===== config.mk =====
export PLATFORM = sky130hd
export DESIGN_NAME = flag_regfile
export DESIGN_NICKNAME = d
export VERILOG_FILES = /design/src/design/flag_rf_pkg.sv /design/src/design/flag_write_stage.sv /design/src/design/flag_bank.sv /design/src/design/flag_read_bypass.sv /design/src/design/flag_regfile.sv
export SDC_FILE = /design/constraint.sdc
export NUM_CORES = 2
export LEC_CHECK = 0
export CAP_MARGIN = 5
export CORE_MARGIN = 5
export CORE_UTILIZATION = 45
export CTS_CLUSTER_DIAMETER = 80
export DETAILED_ROUTE_END_ITERATION = 16
export DONT_BUFFER_PORTS = 1
export PLACE_DENSITY_LB_ADDON = 0.15
export SYNTH_ARGS = -nofsm -noshare
export SYNTH_HDL_FRONTEND = slang
export SYNTH_SLANG_ARGS = --single-unit

===== constraint.sdc =====
create_clock -name clk -period 7 [get_ports clk]
set_input_delay 0.35 -clock clk [delete_from_list [all_inputs] [get_ports clk]]
set_output_delay 0.35 -clock clk [all_outputs]
set_load 0.02 [all_outputs]

===== src/design/flag_rf_pkg.sv =====
// widths, entry types and sweep state encoding for the flag register file
`default_nettype none

package flag_rf_pkg;

  // ----------------------------------------
  // widths
  // ----------------------------------------

  // condition flags held per physical register
  localparam int FLAG_WIDTH = 6;

  // flags plus the pending bit on top
  localparam int ENTRY_WIDTH = FLAG_WIDTH + 1;

  // default physical register count, power of two
  localparam int DEFAULT_REG_COUNT = 64;

  // ----------------------------------------
  // types
  // ----------------------------------------

  typedef logic [FLAG_WIDTH-1:0] flags_t;

  // bit ENTRY_WIDTH-1 is pending, all ones means allocated and not yet written
  typedef logic [ENTRY_WIDTH-1:0] entry_t;

  // write stage FSM
  typedef enum logic
  {
    SWEEP_CLEAR,
    SWEEP_RUN
  } sweep_state_t;

endpackage

`default_nettype wire


===== src/design/flag_write_stage.sv =====
// reset clearing sweep FSM and gating of external writes onto the bank write ports
`timescale 1ns/1ns
`default_nettype none

module flag_write_stage #(
  parameter int REG_COUNT  = flag_rf_pkg::DEFAULT_REG_COUNT,
  parameter int ADDR_WIDTH = $clog2(REG_COUNT)
) (
  input  wire                          clk,
  input  wire                          rst,

  input  wire                          write0_en,
  input  wire [ADDR_WIDTH-1:0]         write0_addr,
  input  wire flag_rf_pkg::flags_t     write0_flags,

  input  wire                          write1_en,
  input  wire [ADDR_WIDTH-1:0]         write1_addr,
  input  wire flag_rf_pkg::flags_t     write1_flags,

  input  wire                          write2_en,
  input  wire [ADDR_WIDTH-1:0]         write2_addr,
  input  wire flag_rf_pkg::flags_t     write2_flags,

  input  wire                          alloc_en,
  input  wire [ADDR_WIDTH-1:0]         alloc_addr,

  output logic [2:0]                   bank_wen,
  output logic [ADDR_WIDTH-1:0]        bank_waddr0,
  output logic [ADDR_WIDTH-1:0]        bank_waddr1,
  output logic [ADDR_WIDTH-1:0]        bank_waddr2,
  output flag_rf_pkg::entry_t          bank_wdata0,
  output flag_rf_pkg::entry_t          bank_wdata1,
  output flag_rf_pkg::entry_t          bank_wdata2,
  output logic                         bank_alloc_en,
  output logic [ADDR_WIDTH-1:0]        bank_alloc_addr,

  output logic                         sweep_busy
);

  flag_rf_pkg::sweep_state_t state;
  flag_rf_pkg::sweep_state_t state_next;

  logic [ADDR_WIDTH-1:0] clear_addr;
  logic                  clear_last;

  // ----------------------------------------
  // sweep FSM
  // ----------------------------------------

  // REG_COUNT is a power of two, so the last entry is the all ones address
  assign clear_last = &clear_addr;

  always_comb
  begin
    state_next = state;
    case (state)
      flag_rf_pkg::SWEEP_CLEAR:
      begin
        if (clear_last)
          state_next = flag_rf_pkg::SWEEP_RUN;
      end
      default:
      begin
        state_next = flag_rf_pkg::SWEEP_RUN;
      end
    endcase
  end

  always_ff @(posedge clk)
  begin
    if (rst)
    begin
      state      <= flag_rf_pkg::SWEEP_CLEAR;
      clear_addr <= '0;
    end
    else
    begin
      state <= state_next;
      if (state == flag_rf_pkg::SWEEP_CLEAR)
        clear_addr <= clear_addr + 1'b1;
    end
  end

  assign sweep_busy = (state == flag_rf_pkg::SWEEP_CLEAR);

  // ----------------------------------------
  // bank write ports
  // ----------------------------------------

  // port 0 is shared with the sweep, external traffic is dropped meanwhile
  always_comb
  begin
    if (sweep_busy)
    begin
      bank_wen      = 3'b001;
      bank_waddr0   = clear_addr;
      bank_wdata0   = '0;
      bank_alloc_en = 1'b0;
    end
    else
    begin
      bank_wen      = {write2_en, write1_en, write0_en};
      bank_waddr0   = write0_addr;
      bank_wdata0   = {1'b0, write0_flags};
      bank_alloc_en = alloc_en;
    end
  end

  // a completed write always clears pending
  assign bank_waddr1     = write1_addr;
  assign bank_wdata1     = {1'b0, write1_flags};
  assign bank_waddr2     = write2_addr;
  assign bank_wdata2     = {1'b0, write2_flags};
  assign bank_alloc_addr = alloc_addr;

endmodule

`default_nettype wire


===== src/design/flag_bank.sv =====
// flag entry storage with prioritized writes, held read port and retire read port
`timescale 1ns/1ns
`default_nettype none

module flag_bank #(
  parameter int REG_COUNT  = flag_rf_pkg::DEFAULT_REG_COUNT,
  parameter int ADDR_WIDTH = $clog2(REG_COUNT)
) (
  input  wire                          clk,
  input  wire                          rst,

  input  wire [2:0]                    bank_wen,
  input  wire [ADDR_WIDTH-1:0]         bank_waddr0,
  input  wire [ADDR_WIDTH-1:0]         bank_waddr1,
  input  wire [ADDR_WIDTH-1:0]         bank_waddr2,
  input  wire flag_rf_pkg::entry_t     bank_wdata0,
  input  wire flag_rf_pkg::entry_t     bank_wdata1,
  input  wire flag_rf_pkg::entry_t     bank_wdata2,
  input  wire                          bank_alloc_en,
  input  wire [ADDR_WIDTH-1:0]         bank_alloc_addr,

  input  wire [ADDR_WIDTH-1:0]         held_addr,
  output flag_rf_pkg::entry_t          held_entry,

  input  wire                          retire_en,
  input  wire [ADDR_WIDTH-1:0]         retire_addr,
  output flag_rf_pkg::flags_t          retire_flags
);

  flag_rf_pkg::entry_t mem [REG_COUNT];

  logic [ADDR_WIDTH-1:0] retire_addr_q;
  flag_rf_pkg::entry_t   retire_entry;

  // ----------------------------------------
  // storage update
  // ----------------------------------------

  // later assignments win on a shared address:
  // write2 over write1 over write0, allocate over all writes
  always_ff @(posedge clk)
  begin
    if (bank_wen[0])
      mem[bank_waddr0] <= bank_wdata0;
    if (bank_wen[1])
      mem[bank_waddr1] <= bank_wdata1;
    if (bank_wen[2])
      mem[bank_waddr2] <= bank_wdata2;
    if (bank_alloc_en)
      mem[bank_alloc_addr] <= '1;
  end

  // ----------------------------------------
  // read ports
  // ----------------------------------------

  // held address is registered in the bypass, so this is the stored value
  assign held_entry = mem[held_addr];

  // address captured at the strobe edge, data read after that edge's writes
  always_ff @(posedge clk)
  begin
    if (rst)
      retire_addr_q <= '0;
    else if (retire_en)
      retire_addr_q <= retire_addr;
  end

  assign retire_entry = mem[retire_addr_q];

  // retirement only needs the flags
  assign retire_flags = retire_entry[flag_rf_pkg::FLAG_WIDTH-1:0];

endmodule

`default_nettype wire


===== src/design/flag_read_bypass.sv =====
// read address hold, read valid timing and forwarding of same-cycle bank writes
`timescale 1ns/1ns
`default_nettype none

module flag_read_bypass #(
  parameter int REG_COUNT  = flag_rf_pkg::DEFAULT_REG_COUNT,
  parameter int ADDR_WIDTH = $clog2(REG_COUNT)
) (
  input  wire                          clk,
  input  wire                          rst,

  input  wire                          read_en,
  input  wire [ADDR_WIDTH-1:0]         read_addr,

  output logic [ADDR_WIDTH-1:0]        held_addr,
  input  wire flag_rf_pkg::entry_t     held_entry,

  input  wire [2:0]                    bank_wen,
  input  wire [ADDR_WIDTH-1:0]         bank_waddr0,
  input  wire [ADDR_WIDTH-1:0]         bank_waddr1,
  input  wire [ADDR_WIDTH-1:0]         bank_waddr2,
  input  wire flag_rf_pkg::entry_t     bank_wdata0,
  input  wire flag_rf_pkg::entry_t     bank_wdata1,
  input  wire flag_rf_pkg::entry_t     bank_wdata2,
  input  wire                          bank_alloc_en,
  input  wire [ADDR_WIDTH-1:0]         bank_alloc_addr,

  output flag_rf_pkg::entry_t          read_data,
  output logic                         read_valid,
  output logic                         read_forward
);

  // set by the first read strobe, keeps read_data at zero until then
  logic read_seen;

  logic                fwd_hit;
  flag_rf_pkg::entry_t fwd_entry;

  // ----------------------------------------
  // read strobe
  // ----------------------------------------

  always_ff @(posedge clk)
  begin
    if (rst)
    begin
      held_addr  <= '0;
      read_valid <= 1'b0;
      read_seen  <= 1'b0;
    end
    else
    begin
      read_valid <= read_en;
      if (read_en)
      begin
        held_addr <= read_addr;
        read_seen <= 1'b1;
      end
    end
  end

  // ----------------------------------------
  // forwarding
  // ----------------------------------------

  // checked in the bank's store order so the last match is the value it keeps
  always_comb
  begin
    fwd_entry = held_entry;
    fwd_hit   = 1'b0;
    if (bank_wen[0] && (bank_waddr0 == held_addr))
    begin
      fwd_entry = bank_wdata0;
      fwd_hit   = 1'b1;
    end
    if (bank_wen[1] && (bank_waddr1 == held_addr))
    begin
      fwd_entry = bank_wdata1;
      fwd_hit   = 1'b1;
    end
    if (bank_wen[2] && (bank_waddr2 == held_addr))
    begin
      fwd_entry = bank_wdata2;
      fwd_hit   = 1'b1;
    end
    if (bank_alloc_en && (bank_alloc_addr == held_addr))
    begin
      fwd_entry = '1;
      fwd_hit   = 1'b1;
    end
  end

  assign read_data    = read_seen ? fwd_entry : '0;
  assign read_forward = read_seen & fwd_hit;

endmodule

`default_nettype wire


===== src/design/flag_regfile.sv =====
// flag register file top: write stage, entry bank and read bypass
`timescale 1ns/1ns
`default_nettype none

module flag_regfile #(
  parameter int REG_COUNT  = flag_rf_pkg::DEFAULT_REG_COUNT,
  parameter int ADDR_WIDTH = $clog2(REG_COUNT)
) (
  input  wire                          clk,
  input  wire                          rst,

  input  wire                          write0_en,
  input  wire [ADDR_WIDTH-1:0]         write0_addr,
  input  wire flag_rf_pkg::flags_t     write0_flags,
  input  wire                          write1_en,
  input  wire [ADDR_WIDTH-1:0]         write1_addr,
  input  wire flag_rf_pkg::flags_t     write1_flags,
  input  wire                          write2_en,
  input  wire [ADDR_WIDTH-1:0]         write2_addr,
  input  wire flag_rf_pkg::flags_t     write2_flags,

  input  wire                          alloc_en,
  input  wire [ADDR_WIDTH-1:0]         alloc_addr,

  input  wire                          read_en,
  input  wire [ADDR_WIDTH-1:0]         read_addr,
  output flag_rf_pkg::entry_t          read_data,
  output logic                         read_valid,
  output logic                         read_forward,

  input  wire                          retire_en,
  input  wire [ADDR_WIDTH-1:0]         retire_addr,
  output flag_rf_pkg::flags_t          retire_flags,

  output logic                         sweep_busy
);

  // bank write bus, shared by storage and forwarding
  logic [2:0]            bank_wen;
  logic [ADDR_WIDTH-1:0] bank_waddr0;
  logic [ADDR_WIDTH-1:0] bank_waddr1;
  logic [ADDR_WIDTH-1:0] bank_waddr2;
  flag_rf_pkg::entry_t   bank_wdata0;
  flag_rf_pkg::entry_t   bank_wdata1;
  flag_rf_pkg::entry_t   bank_wdata2;
  logic                  bank_alloc_en;
  logic [ADDR_WIDTH-1:0] bank_alloc_addr;

  logic [ADDR_WIDTH-1:0] held_addr;
  flag_rf_pkg::entry_t   held_entry;

  flag_write_stage #(
    .REG_COUNT  (REG_COUNT),
    .ADDR_WIDTH (ADDR_WIDTH)
  ) i_flag_write_stage (
    .clk (clk), .rst (rst),
    .write0_en (write0_en), .write0_addr (write0_addr), .write0_flags (write0_flags),
    .write1_en (write1_en), .write1_addr (write1_addr), .write1_flags (write1_flags),
    .write2_en (write2_en), .write2_addr (write2_addr), .write2_flags (write2_flags),
    .alloc_en (alloc_en), .alloc_addr (alloc_addr),
    .bank_wen (bank_wen),
    .bank_waddr0 (bank_waddr0), .bank_waddr1 (bank_waddr1), .bank_waddr2 (bank_waddr2),
    .bank_wdata0 (bank_wdata0), .bank_wdata1 (bank_wdata1), .bank_wdata2 (bank_wdata2),
    .bank_alloc_en (bank_alloc_en), .bank_alloc_addr (bank_alloc_addr),
    .sweep_busy (sweep_busy)
  );

  flag_bank #(
    .REG_COUNT  (REG_COUNT),
    .ADDR_WIDTH (ADDR_WIDTH)
  ) i_flag_bank (
    .clk (clk), .rst (rst),
    .bank_wen (bank_wen),
    .bank_waddr0 (bank_waddr0), .bank_waddr1 (bank_waddr1), .bank_waddr2 (bank_waddr2),
    .bank_wdata0 (bank_wdata0), .bank_wdata1 (bank_wdata1), .bank_wdata2 (bank_wdata2),
    .bank_alloc_en (bank_alloc_en), .bank_alloc_addr (bank_alloc_addr),
    .held_addr (held_addr), .held_entry (held_entry),
    .retire_en (retire_en), .retire_addr (retire_addr), .retire_flags (retire_flags)
  );

  flag_read_bypass #(
    .REG_COUNT  (REG_COUNT),
    .ADDR_WIDTH (ADDR_WIDTH)
  ) i_flag_read_bypass (
    .clk (clk), .rst (rst),
    .read_en (read_en), .read_addr (read_addr),
    .held_addr (held_addr), .held_entry (held_entry),
    .bank_wen (bank_wen),
    .bank_waddr0 (bank_waddr0), .bank_waddr1 (bank_waddr1), .bank_waddr2 (bank_waddr2),
    .bank_wdata0 (bank_wdata0), .bank_wdata1 (bank_wdata1), .bank_wdata2 (bank_wdata2),
    .bank_alloc_en (bank_alloc_en), .bank_alloc_addr (bank_alloc_addr),
    .read_data (read_data), .read_valid (read_valid), .read_forward (read_forward)
  );

endmodule

`default_nettype wire


# Word level (Yosys, flattened, before mapping)
# Memories as Yosys holds them, arrays and structs flattened. A register that Yosys moved wholly into a read port is not among the register bits.
# Index checks and enable logic that the tools add are counted.
[word_totals] reg_bits=21 mem_bits_rw=448 inputBits=62 output_inout_bits=16 elab_cells=46 mem_count=1
[memory_table] name="i_flag_bank.mem" words=64 width=7 read_ports=2 rd_clocked_by_memory_dff=2 wr=4 line_no="flag_bank.sv:30" rtl="flag_rf_pkg::entry_t mem [REG_COUNT];"
[op_classes] add_sub_neg=1 eq_ne=4 n_mux=27 n_bitwise=2 n_reduce_logical=5
[ops] op="$mux 6" count=6
[ops] op="$mux 7" count=5
[ops] op="$eq 6x6->1" count=4
[ops] op="$mux 1" count=15
[ops] op="$add 6x1->6 const B" count=1
[ops] op="$reduce_and 6->1" count=1
[ops] op="$logic_and 1x1->1" count=4
[ops] op="$mux 3" count=1
[ops] op="$and 1x1->1" count=1
[ops] op="$not 1->1" count=1

# Depth between registers and ports, before layout
[depth] word_depth=8 mapped_depth=11 ltp_nobuf=6

# Modules after synthesis
# Synthesis repeated with hierarchy kept, for this count alone.
[unflattened] hier_cells=4234 hier_area_um2=35701.7
[modules_own_cells] module="flag_bank" n_inst=1 cells_each=4036 area_per_inst_um2=34066.4 seq_area_each_um2=9208.8
[modules_own_cells] module="flag_read_bypass" n_inst=1 cells_each=117 area_per_inst_um2=958.4 seq_area_each_um2=160.2
[modules_own_cells] module="flag_write_stage" n_inst=1 cells_each=81 area_per_inst_um2=676.9 seq_area_each_um2=140.1

# Worst setup path after synthesis
# Ideal clock, no wire load.
[synth_path] path_kind="input -> output" from="input write2_addr[0]" to="output read_data[1]" arrival_time_ns=2.435 required_time_ns=6.650 setup_slack_ns=4.215 cell_stages=7 path_buffers=1 path_cell_list="clkbuf_1 > xor2_1 > or4_1 > nor4_4 > nand2b_1 > o22ai_1 > a221oi_1"
[synth_between] elab_chain_len=5
[synth_rtl] element="from (decl)" line_no="flag_regfile.sv:19" rtl="input wire [ADDR_WIDTH-1:0] write2_addr,"
[synth_rtl] element="$eq 6x6->1" line_no="flag_read_bypass.sv:81" rtl="if (bank_wen[2] && (bank_waddr2 == held_addr))"
[synth_rtl] element="$logic_and 1x1->1" line_no="flag_read_bypass.sv:81"
[synth_rtl] element="$mux 7" line_no="flag_read_bypass.sv:81"
[synth_rtl] element="$mux 7" line_no="flag_read_bypass.sv:86" rtl="if (bank_alloc_en && (bank_alloc_addr == held_addr))"
[synth_rtl] element="$mux 7" line_no="flag_read_bypass.sv:93" rtl="assign read_data = read_seen ? fwd_entry : '0;"
[synth_rtl] element="to (decl)" line_no="flag_regfile.sv:27" rtl="output flag_rf_pkg::entry_t read_data,"
# Every way passes these cells.

==> results.cfg <==
[outcome]
status = completed

[synthesis]
synth_largest_area_cell = dfxtp_1
ys_seq_elements = 481
yosys-top-cells-area = dfxtp_1, mux4_2, mux2i_1, nand2_1, o211ai_1
async_flop_share_pct = 0
syn-instance-count = 3895
synth_area_sq_um = 32800
yosysWarnings = 0
syn_nets = 3958
synthTopCellsByCount = nand2_1, dfxtp_1, o211ai_1
synth_top_flop_cell = dfxtp_1
synth.most_common_cell = nand2_1
synth_edf_count = 0
syn_area_per_cell_sq_um = 8.43
ys_seq_area_share_pct = 29.3
yosysUniqueCellTypes = 67
synth_top_area_share_pct = 29.3

[global_route]
antenna_found_initial = 17
grt_max_degree = 66
grt-ovfl-total = 0
grt_pass1_vias = 29000
gr-usage-all-layers_pct = 39.9
grt_pass1_wl_mm = 226

[critical_path]
crit_arrival_ns = 4.79
path_class = reg -> out
worst-path-max-fanout = 47
required_ns = 6.65
critPathLaunchType = flip-flop
cp-end-kind = output pin

[timing]
setup_viol = 0
rsz0062_at_grt = no
worst_slew_pin_slew_ns = 1.44
fmax_mhz = 195
report.final.slew_viol_count = 0
min_period_over_period_pct = 73.4
fin_worst_hold_slack_ns = 0.0122
finalSetupTns_ns = 0
final_hold_viol_count = 0
period_needed_ns = 5.14
max_slew_margin_pct = 3.63
fin_skew_ns = 0.0272
worst_slack_ns = 1.86

[clock_tree]
htree_levels = 2
cts_tree = yes
cts_inserted_buffers = 57
ctsHoldBuffers = 40
clock_sinks = 481
cts_buffer_depth = 3
cts_resized = 0
post_cts_buffers = 0
root_buffer = clkbuf_16
cts.clk_slew.worst_paths_ns = 0.07
clk_latency_ns = 0.64

[cells_and_area]
fill_cells = 6902
synthToLayoutAreaGrowth_pct = 9.21
drive_gt1_share_pct = 13.5
final_nets = 3766

[floorplanning]
coreArea_sq_um = 72700
start_util_pct = 45.1
num_io_pins = 78
fp-row-count = 99
die_w_microns = 280
dieArea_sq_um = 78400
die_h_microns = 280

[detailed_routing]
num_vias = 32800
drc = 0
ant_nets = 0
drt_iter0_markers = 5646
wire_per_inst_microns = 34.6
drt-pass1-iter-count = 8
vias_per_cell = 6.95
wl_mm = 164

[power]
clkPwrFrac_pct = 48.1
ir_drop_mv = 0.227
power_leakage_uw = 0.0121
p_switching_uw = 1810
p_int_uw = 4850
powerDensity_nw_per_um2 = 186
pwr-share-seq_pct = 43.4
combPwrFrac_pct = 8.5
swShare_pct = 27.2

[place]
dp_slack_ns = 2.80
io_buffer_count = 0
gp_congestion = 1.04
hpwl_mm = 98.7

[hold_path]
hold_class = in -> reg

[run]
drv_cap = 0
-- registers in the layout, indices dropped and copies added, names as in the netlist, named ones only --
| signal | cells |
|---|---|
| i_flag_write_stage.clear_addr | 6 |
| i_flag_bank.retire_addr_q | 6 |
| i_flag_read_bypass.read_valid | 1 |
| i_flag_write_stage.state | 1 |
| i_flag_read_bypass.read_seen | 1 |
| i_flag_read_bypass.held_addr | 6 |
| i_flag_bank.mem | 448 |
-- cell type report --
class	count	area, sq um	share of cell area (%)
well taps	959	1200	3.35
diodes	10	25.0	0.0698
flip-flops and latches	481	9650	26.9
repair buffers	149	1340	3.75
multi-input cells	3002	21600	60.3
clock inverters	32	362	1.01
clock buffers	76	1620	4.52
inverters	12	45.0	0.126
-- through the flow --
stage / power, uW / utilization [%] / instance area (sq um) / instances
final: 6660 / 49.3 / 35800 / 4721
after global routing: 6770 / 49.3 / 35800 / 4712
after CTS: 6620 / 49.2 / 35800 / 4705
after detailed placement: 3370 / 45.8 / 33300 / 4557
after global placement: 3370 / 45.8 / 33300 / 4557
after floorplan: 3280 / - / 32800 / 3895
-- final timing paths --
| kind | from | end | slack (ns) | cells past startpoint |
|---|---|---|---|---|
| min reg2reg | i_flag_bank.mem[61][6] | i_flag_bank.mem[61][6] | 0.44 | 2 |
| min | write2_flags[5] | i_flag_bank.mem[48][5] | 0.01 | 2 |
| max reg2reg | i_flag_write_stage.state | i_flag_bank.mem[1][0] | 2.92 | 7 |
| max | flip-flop | read_data[1] | 1.86 | 7 |
-- power by group through the flow --
stage / sequential (uW) / combinational [uW] / clock, uW
4_1_cts: 2890 / 531 / 3200
3_5_place_dp: 2950 / 428 / 0
3_3_place_gp: 2950 / 427 / 0
2_1_floorplan: 2870 / 412 / 0
5_1_grt: 2890 / 566 / 3310
6_report: 2890 / 564 / 3200
-- per-layer routing --
metal | global-route usage (%) | vias up | part of all wire [%]
met1 | 51.6 | 15500 | 36
li1 | - | 14000 | -
met2 | 55.2 | 2590 | 40
met4 | 27.2 | 12 | 8.8
met5 | 0 | - | 0.047
met3 | 14.9 | 717 | 15
-- worst max-delay path, stage by stage, from the launching register on --
cell	delay [ns]
dfxtp_4	0.95
buf_4	0.58
mux4_2	0.31
nor2b_1	0.13
a211oi_1	0.10
o21ai_0	0.78
nand4_1	0.17
a221oi_1	1.00
-- cell families after synthesis --
| family | Yosys count | share of synthesized area (%) |
|---|---|---|
| AOI/OAI and AO/OA | 976 | 19.2 |
| xor gates and xnor gates | 30 | 0.800 |
| adders and majority gates | 1 | 0.0381 |
| buffers and inverters | 412 | 5.19 |
| DFF | 481 | 29.3 |
| muxes | 639 | 28.2 |
| and+or+nand+nor | 1356 | 17.3 |
-- cells in the final DEF (no fill, tap or decap), types with 22 or more instances in the layout --
| cell | count |
|---|---|
| o21ai_0 | 257 |
| buf_4 | 103 |
| nand2_1 | 939 |
| o22ai_1 | 23 |
| o211ai_1 | 422 |
| dfxtp_1 | 473 |
| xor2_1 | 22 |
| a211oi_1 | 44 |
| dlygate4sd3_1 | 31 |
| nand3_1 | 24 |
| o21ai_1 | 90 |
| mux4_2 | 225 |
| nand2b_1 | 22 |
| a21oi_1 | 67 |
| nor2_1 | 157 |
| clkbuf_16 | 58 |
| nor3_1 | 66 |
| mux2i_1 | 392 |
No activity file was read; power rests on OpenSTA's default activity.
